## src/icache_pkg.sv

```systemverilog
package icache_pkg;

    // address and data widths
    parameter int WORD_W          = 32;
    parameter int WORD_ADDR_W     = 30;
    parameter int WORDS_PER_BLOCK = 4;
    parameter int OFFSET_W        = $clog2(WORDS_PER_BLOCK);
    parameter int BLOCK_ADDR_W    = WORD_ADDR_W - OFFSET_W;
    parameter int BLOCK_W         = WORD_W * WORDS_PER_BLOCK;

    // default geometry of the cache
    parameter int DEFAULT_NUM_BLOCKS = 8;

    // processor word address
    typedef logic [WORD_ADDR_W-1:0] word_addr_t;

    // memory block address, the word address without its offset bits
    typedef logic [BLOCK_ADDR_W-1:0] block_addr_t;

    typedef logic [WORD_W-1:0] word_t;

    // word n sits at bits 32n+31 down to 32n
    typedef logic [BLOCK_W-1:0] block_t;

    // refill FSM of the cache
    typedef enum logic [1:0] {
        IDLE,
        REFILL,
        FILL
    } cache_state_t;

endpackage

```

## src/mem_refill_if.sv

```systemverilog
`timescale 1ns/1ps

interface mem_refill_if;

    // request side, driven by the cache
    logic                     req;
    icache_pkg::block_addr_t  addr;

    // response side, driven by the register stage
    icache_pkg::block_t       rdata;
    logic                     ack;

    // req holds with addr stable until ack
    // rdata is valid while ack is high
    modport cache (
        output req,
        output addr,
        input  rdata,
        input  ack
    );

    modport port (
        input  req,
        input  addr,
        output rdata,
        output ack
    );

endinterface

```

## src/icache_dm.sv

```systemverilog
`timescale 1ns/1ps

module icache_dm #(
    parameter int NUM_BLOCKS = 8
) (
    input  logic                    clk,
    input  logic                    proc_reset,
    input  logic                    proc_read,
    input  icache_pkg::word_addr_t  proc_addr,
    output icache_pkg::word_t       proc_rdata,
    output logic                    proc_stall,
    mem_refill_if.cache             mem
);

    localparam int IDX_W = $clog2(NUM_BLOCKS);
    localparam int TAG_W = icache_pkg::BLOCK_ADDR_W - IDX_W;

    icache_pkg::cache_state_t state;
    icache_pkg::cache_state_t next_state;

    // line storage
    logic [NUM_BLOCKS-1:0]   valid;
    logic [TAG_W-1:0]        tag_mem  [NUM_BLOCKS];
    icache_pkg::block_t      data_mem [NUM_BLOCKS];

    // address split
    icache_pkg::block_addr_t             blk_addr;
    logic [IDX_W-1:0]                    line_idx;
    logic [TAG_W-1:0]                    line_tag;
    logic [icache_pkg::OFFSET_W-1:0]     word_sel;

    icache_pkg::block_t  line_data;
    logic                hit;
    logic                miss_req;

    assign blk_addr = proc_addr[icache_pkg::WORD_ADDR_W-1:icache_pkg::OFFSET_W];
    assign word_sel = proc_addr[icache_pkg::OFFSET_W-1:0];
    assign line_idx = blk_addr[IDX_W-1:0];
    assign line_tag = blk_addr[icache_pkg::BLOCK_ADDR_W-1:IDX_W];

    // lookup, combinational from the array
    assign line_data = data_mem[line_idx];
    assign hit       = valid[line_idx] && (tag_mem[line_idx] == line_tag);

    assign proc_rdata = line_data[word_sel*icache_pkg::WORD_W +: icache_pkg::WORD_W];

    // the held read only hits again once the FSM is back in IDLE
    assign proc_stall = proc_read && ((state != icache_pkg::IDLE) || !hit);

    // new miss seen in IDLE
    assign miss_req = (state == icache_pkg::IDLE) && proc_read && !hit;

    // request goes out in the miss cycle and stays up through the ack cycle
    assign mem.req  = miss_req || (state == icache_pkg::REFILL);
    assign mem.addr = blk_addr;

    always_comb begin
        next_state = state;
        case (state)
            icache_pkg::IDLE: begin
                if (miss_req) begin
                    next_state = icache_pkg::REFILL;
                end
            end
            icache_pkg::REFILL: begin
                if (mem.ack) begin
                    next_state = icache_pkg::FILL;
                end
            end
            icache_pkg::FILL: begin
                // single cycle to write the line
                next_state = icache_pkg::IDLE;
            end
            default: begin
                next_state = icache_pkg::IDLE;
            end
        endcase
    end

    always_ff @(posedge clk) begin
        if (proc_reset) begin
            state <= icache_pkg::IDLE;
            valid <= '0;
        end else begin
            state <= next_state;
            if (state == icache_pkg::FILL) begin
                valid[line_idx] <= 1'b1;
            end
        end
    end

    // tag and data written from the block held by the register stage
    always_ff @(posedge clk) begin
        if (state == icache_pkg::FILL) begin
            tag_mem[line_idx]  <= line_tag;
            data_mem[line_idx] <= mem.rdata;
        end
    end

endmodule

```

## src/mem_port_reg.sv

```systemverilog
`timescale 1ns/1ps

module mem_port_reg (
    input  logic                     clk,
    input  logic                     proc_reset,
    mem_refill_if.port               cache_side,
    input  logic                     mem_ready,
    input  icache_pkg::block_t       mem_rdata,
    output logic                     mem_read,
    output icache_pkg::block_addr_t  mem_addr
);

    logic                     mem_read_r;
    logic                     ack_r;
    icache_pkg::block_addr_t  mem_addr_r;
    icache_pkg::block_t       rdata_r;

    // control registers
    always_ff @(posedge clk) begin
        if (proc_reset) begin
            mem_read_r <= 1'b0;
            ack_r      <= 1'b0;
        end else begin
            // drop on acknowledge, and keep low while the cache
            // still shows req in its ack cycle
            mem_read_r <= cache_side.req && !mem_ready && !ack_r;
            ack_r      <= mem_ready;
        end
    end

    // payload registers
    always_ff @(posedge clk) begin
        if (cache_side.req) begin
            mem_addr_r <= cache_side.addr;
        end
        // last acknowledged block stays until the next refill
        if (mem_ready) begin
            rdata_r <= mem_rdata;
        end
    end

    assign mem_read = mem_read_r;
    assign mem_addr = mem_addr_r;

    assign cache_side.ack   = ack_r;
    assign cache_side.rdata = rdata_r;

endmodule

```

## src/cache_pmu.sv

```systemverilog
`timescale 1ns/1ps

module cache_pmu (
    input  logic         clk,
    input  logic         proc_reset,
    input  logic         proc_read,
    input  logic         proc_write,
    input  logic         proc_stall,
    output logic [31:0]  read_count,
    output logic [31:0]  write_count,
    output logic [31:0]  read_miss,
    output logic [31:0]  read_stalled_cycles
);

    logic stall_q;
    logic read_accepted;
    logic stall_rise;
    logic read_stalled;

    // a read counts once, in the cycle it completes
    assign read_accepted = proc_read && !proc_stall;

    // every miss starts a fresh stall
    assign stall_rise = proc_stall && !stall_q;

    assign read_stalled = proc_read && proc_stall;

    always_ff @(posedge clk) begin
        if (proc_reset) begin
            stall_q             <= 1'b0;
            read_count          <= '0;
            write_count         <= '0;
            read_miss           <= '0;
            read_stalled_cycles <= '0;
        end else begin
            stall_q <= proc_stall;
            if (read_accepted) begin
                read_count <= read_count + 32'd1;
            end
            // writes are not cached, only counted per cycle
            if (proc_write) begin
                write_count <= write_count + 32'd1;
            end
            if (stall_rise) begin
                read_miss <= read_miss + 32'd1;
            end
            if (read_stalled) begin
                read_stalled_cycles <= read_stalled_cycles + 32'd1;
            end
        end
    end

endmodule

```

## src/icache_wrapper.sv

```systemverilog
`timescale 1ns/1ps

module icache_wrapper #(
    parameter int NUM_BLOCKS = icache_pkg::DEFAULT_NUM_BLOCKS
) (
    input  logic                     clk,
    input  logic                     proc_reset,
    input  logic                     proc_read,
    input  logic                     proc_write,
    input  icache_pkg::word_addr_t   proc_addr,
    output icache_pkg::word_t        proc_rdata,
    output logic                     proc_stall,
    input  logic                     mem_ready,
    input  icache_pkg::block_t       mem_rdata,
    output logic                     mem_read,
    output icache_pkg::block_addr_t  mem_addr,
    output logic [31:0]              read_count,
    output logic [31:0]              write_count,
    output logic [31:0]              read_miss,
    output logic [31:0]              read_stalled_cycles
);

    // refill path between lookup stage and memory register stage
    mem_refill_if refill ();

    icache_dm #(
        .NUM_BLOCKS (NUM_BLOCKS)
    ) u_icache_dm (
        .clk        (clk),
        .proc_reset (proc_reset),
        .proc_read  (proc_read),
        .proc_addr  (proc_addr),
        .proc_rdata (proc_rdata),
        .proc_stall (proc_stall),
        .mem        (refill.cache)
    );

    mem_port_reg u_mem_port_reg (
        .clk        (clk),
        .proc_reset (proc_reset),
        .cache_side (refill.port),
        .mem_ready  (mem_ready),
        .mem_rdata  (mem_rdata),
        .mem_read   (mem_read),
        .mem_addr   (mem_addr)
    );

    // statistics watch the processor side only
    cache_pmu u_cache_pmu (
        .clk                 (clk),
        .proc_reset          (proc_reset),
        .proc_read           (proc_read),
        .proc_write          (proc_write),
        .proc_stall          (proc_stall),
        .read_count          (read_count),
        .write_count         (write_count),
        .read_miss           (read_miss),
        .read_stalled_cycles (read_stalled_cycles)
    );

endmodule

```

## config.mk

```make
export PLATFORM = sky130hd
export DESIGN_NAME = icache_wrapper
export DESIGN_NICKNAME = d
export VERILOG_FILES = /design/src/icache_pkg.sv /design/src/mem_refill_if.sv /design/src/icache_dm.sv /design/src/mem_port_reg.sv /design/src/cache_pmu.sv /design/src/icache_wrapper.sv
export SDC_FILE = /design/constraint.sdc
export NUM_CORES = 1
export LEC_CHECK = 0
export BUFFER_PORTS_ARGS = -buffer_cell sky130_fd_sc_hd__buf_2
export CAP_MARGIN = 20
export CORE_MARGIN = 1.5
export CORE_UTILIZATION = 30
export DETAILED_ROUTE_END_ITERATION = 12
export HOLD_SLACK_MARGIN = 0.12
export PLACE_DENSITY = 0.5
export SETUP_SLACK_MARGIN = 0.4
export SYNTH_ARGS = -nofsm -noshare
export SYNTH_HDL_FRONTEND = slang
export SYNTH_HIERARCHICAL = 1
export SYNTH_SLANG_ARGS = --single-unit
```

## constraint.sdc

```tcl
create_clock -name clk -period 14.35 [get_ports clk]
set_input_delay 2.87 -clock clk [delete_from_list [all_inputs] [get_ports clk]]
set_output_delay 2.87 -clock clk [all_outputs]
set_load 0.02 [all_outputs]
```

==> impl_metrics.toml <==
[grt]
grt_pass1_vias = 33490
grt_overflow_total = 0
track_usage_pct = 16.80
antenna_found_initial = 14
globalRouteMet2Util_pct = 28.16
grt_use_met3_pct = 3.149
use_met1_pct = 21.90
grt_max_degree = 134
grt.busiest_layer = "met2"
grt_pass1_wl_mm = 241.5

[power_and_ir_drop]
leakagePower_nw = 22.28
fin_total_pwr_mw = 9.564
p_switching_mw = 2.175
peakVddDrop_uv = 98.95
swShare_pct = 22.74
cellInternalPower_mw = 7.389
pwr-share-comb_pct = 4.4
cellPowerDensity_nw_per_um2 = 140.8
power_frac_seq_pct = 52.1
power_frac_clock_pct = 43.5

[clock_network]
path_clk_slew_ns = 0.05
cts_made_buffers = 170
cts_tree = "done"
clockBufferDepth = 3
post_cts_buffers = 0
clkSinkCount = 1521
htree_levels = 4
cts_root_buf = "clkbuf_16"
insertion_delay_ns = 0.83
cts_hold_buffers = 0
cts_resized = 0

[routing]
firstDrtPassIters = 5
num_vias = 33680
drtIter0Drc = 2641
final_antenna_net_count = 0
wirelength_mm = 168.0
wl_per_cell_um = 25.45
drc = 0
viasPerCell = 5.101

[worst_setup_path]
r2r-start = "u_icache_dm/tag_mem[6][0]"
crit_chain = "clkbuf_8 > buf_12 > nor2b_4 > and2_2 > buf_4 > a221o_1 > o21ai_0 > a2111oi_0 > a31o_1 > buf_2"
worstSetupStartpointType = "input port"
cp-startpoint = "proc_addr[2]"
critPathMaxStageDelay_ns = 0.87
path_delay_family = "buffers and inverters"
cp_data_arrival_time_ns = 7.19
critical_path_buf_inv_count = 4
endpoint_kind = "output port"
cp_data_required_time_ns = 11.48
path_max_fanout = 92
cp_slowest_cell = "a2111oi_0"
critPathKind = "input port to output port"

[yosys]
yosysSeqAreaShare_pct = 76.24
syn_area_per_cell_sq_um = 16.16
ys_warn_count = 6
ys_ff_latch = 1521
syn_nets = 3760
async_flop_share_pct = 0
synth-edff-count = 1380
ys_types = 64
syn_inst = 3593
synth_flop_cell = "edfxtp_1"
synth_area_sq_um = 58050

[floorplanning]
die_area_sq_um = 196200
die_width_um = 442.9
row_count = 161
core_area_sq_um = 192400
io_pins = 353
start_util_pct = 30.18
die_h_um = 442.9

[sta]
slew_viol_final = 0
finClkSkew_ns = 0.05976
timing.slew.headroom_pct = 25.84
tightest_slew_ns = 1.112
fmax_mhz = 99.42
setup_viol = 0
fin_crit_sh_pct = 70.09
tns_ns = 0
period_minus_slack_ns = 10.06
grt_setup_unrepaired = "false"
hold_viol_final = 0
whs_ns = 0.4511

[placed_design]
hpwlAfterDp_mm = 93.83
gp_congestion = 0.7547
post_dp_cell_area_sq_um = 62600
io_buffers = 352

[layout]
area_growth_pct = 16.97
nNetsFinal = 4100
drive_gt1_share_pct = 18.71
nFillCells = 18300
design_area_sq_um = 67910

[outcome]
status = "complete, no violations"

[run]
cap_violations = 0

[hold_path]
hold_start = "u_mem_port_reg/cache_side.ack"
hold_class = "flip-flop to flip-flop"
==> through the flow <==
step                cells  worst slack (ns)  util, %
floorplan            3593             5.480        -
global placement     6285             4.238    32.51
global route         6597             4.098    35.29
finish               6602             4.292    35.30
CTS                  6594             4.210    35.29
detailed placement   6287             4.223    32.54
==> final cells by class <==
class / instances / area (sq um) / share of cell area [%]
Tap cell: 2526 / 3161 / 4.654
Inverter: 17 / 63.81 / 0.09397
Sequential cell: 1521 / 44260 / 65.18
Clock inverter: 85 / 778.2 / 1.146
Timing Repair Buffer: 412 / 2372 / 3.493
Clock buffer: 222 / 4511 / 6.642
Antenna cell: 8 / 20.02 / 0.02948
Multi-Input combinational cell: 1811 / 12740 / 18.76
==> worst register-to-register path: cells and delay by family (launching register included) <==
family,cells,cell delay [ns]
multiplexers,3,1.15
AO/OA/AOI/OAI,2,0.66
buffers and inverters,1,0.19
flip-flops,1,0.35
AND/OR/NAND/NOR,6,2.17
==> worst paths after layout <==
check | slack [ns] | to | cells after the start
setup / recovery | 4.29 | proc_rdata[21] | 10
hold / removal | 0.45 | u_mem_port_reg/mem_read | 1
setup reg to reg | 9.73 | u_cache_pmu/read_count[22] | 12
hold reg to reg | 0.45 | u_mem_port_reg/mem_read | 1
==> metal layers <==
layer / wire (um) / part of all wire, %
met2: 82100 / 49
met3: 8987 / 5.3
met4: 4817 / 2.9
met5: 0 / 0
met1: 72140 / 43
==> synth_stat cells (49+ instances only) <==
cell	instances	area share [%]
o31ai_1	67	0.87
mux2_2	49	0.95
nor2_1	139	0.90
clkbuf_1	135	0.87
dfxtp_1	141	4.9
a21oi_1	241	2.1
o21ai_0	119	1.0
mux2i_1	196	3.4
nand3_1	71	0.61
nand2_1	204	1.3
edfxtp_1	1380	71
or4_1	64	0.83
nand4_1	67	0.72
a22oi_1	138	1.8
==> layout by cell type (no fill, tap or decap), types with 64 or more instances in the layout <==
cell type  Yosys  routed
nor2_1       139     134
nand4_1       67      67
or4_1         64      64
a21oi_1      241     241
clkbuf_16      0     171
dfxtp_1      141     141
nand2_1      204     204
o21ai_0      119     119
buf_2         47     345
mux2i_1      196     196
o31ai_1       67      67
edfxtp_1    1380    1380
nand3_1       71      71
a22oi_1      138     138
==> sequential cells by signal (all words and copies together) (netlist names) <==
name,flops
u_mem_port_reg/mem_read,1
u_icache_dm/tag_mem,200
u_cache_pmu/write_count,32
u_mem_port_reg/mem_addr,28
u_icache_dm/data_mem,1024
u_cache_pmu/read_stalled_cycles,32
u_icache_dm/valid,8
u_icache_dm/state,2
u_cache_pmu/stall_q,1
u_mem_port_reg/cache_side.ack,1
u_mem_port_reg/cache_side.rdata,128
u_cache_pmu/read_miss,32
u_cache_pmu/read_count,32
==> power by group through the flow <==
stage          registers [mW]  logic [mW]  clock network, mW
3_3_place_gp             5.08       0.428                  0
2_1_floorplan            5.05       0.221                  0
4_1_cts                  4.99       0.430               4.28
6_report                 4.99       0.419               4.16
3_5_place_dp             5.08       0.428                  0
5_1_grt                  5.00       0.451               4.44
==> logic make-up (layout without fill, tap and decap cells) <==
logic type | after synthesis | count (layout) | synth area share, %
AO/OA/AOI/OAI | 788 | 788 | 9.110
flip-flops | 1521 | 1521 | 76.24
XOR/XNOR | 54 | 54 | 0.8147
other | 0 | 8 | 0
AND/OR/NAND/NOR | 684 | 684 | 6.048
multiplexers | 281 | 281 | 5.649
adder cells (fa/ha/maj) | 4 | 4 | 0.08621
buffers and inverters | 261 | 736 | 2.048
(Power assumes the default switching activity.)
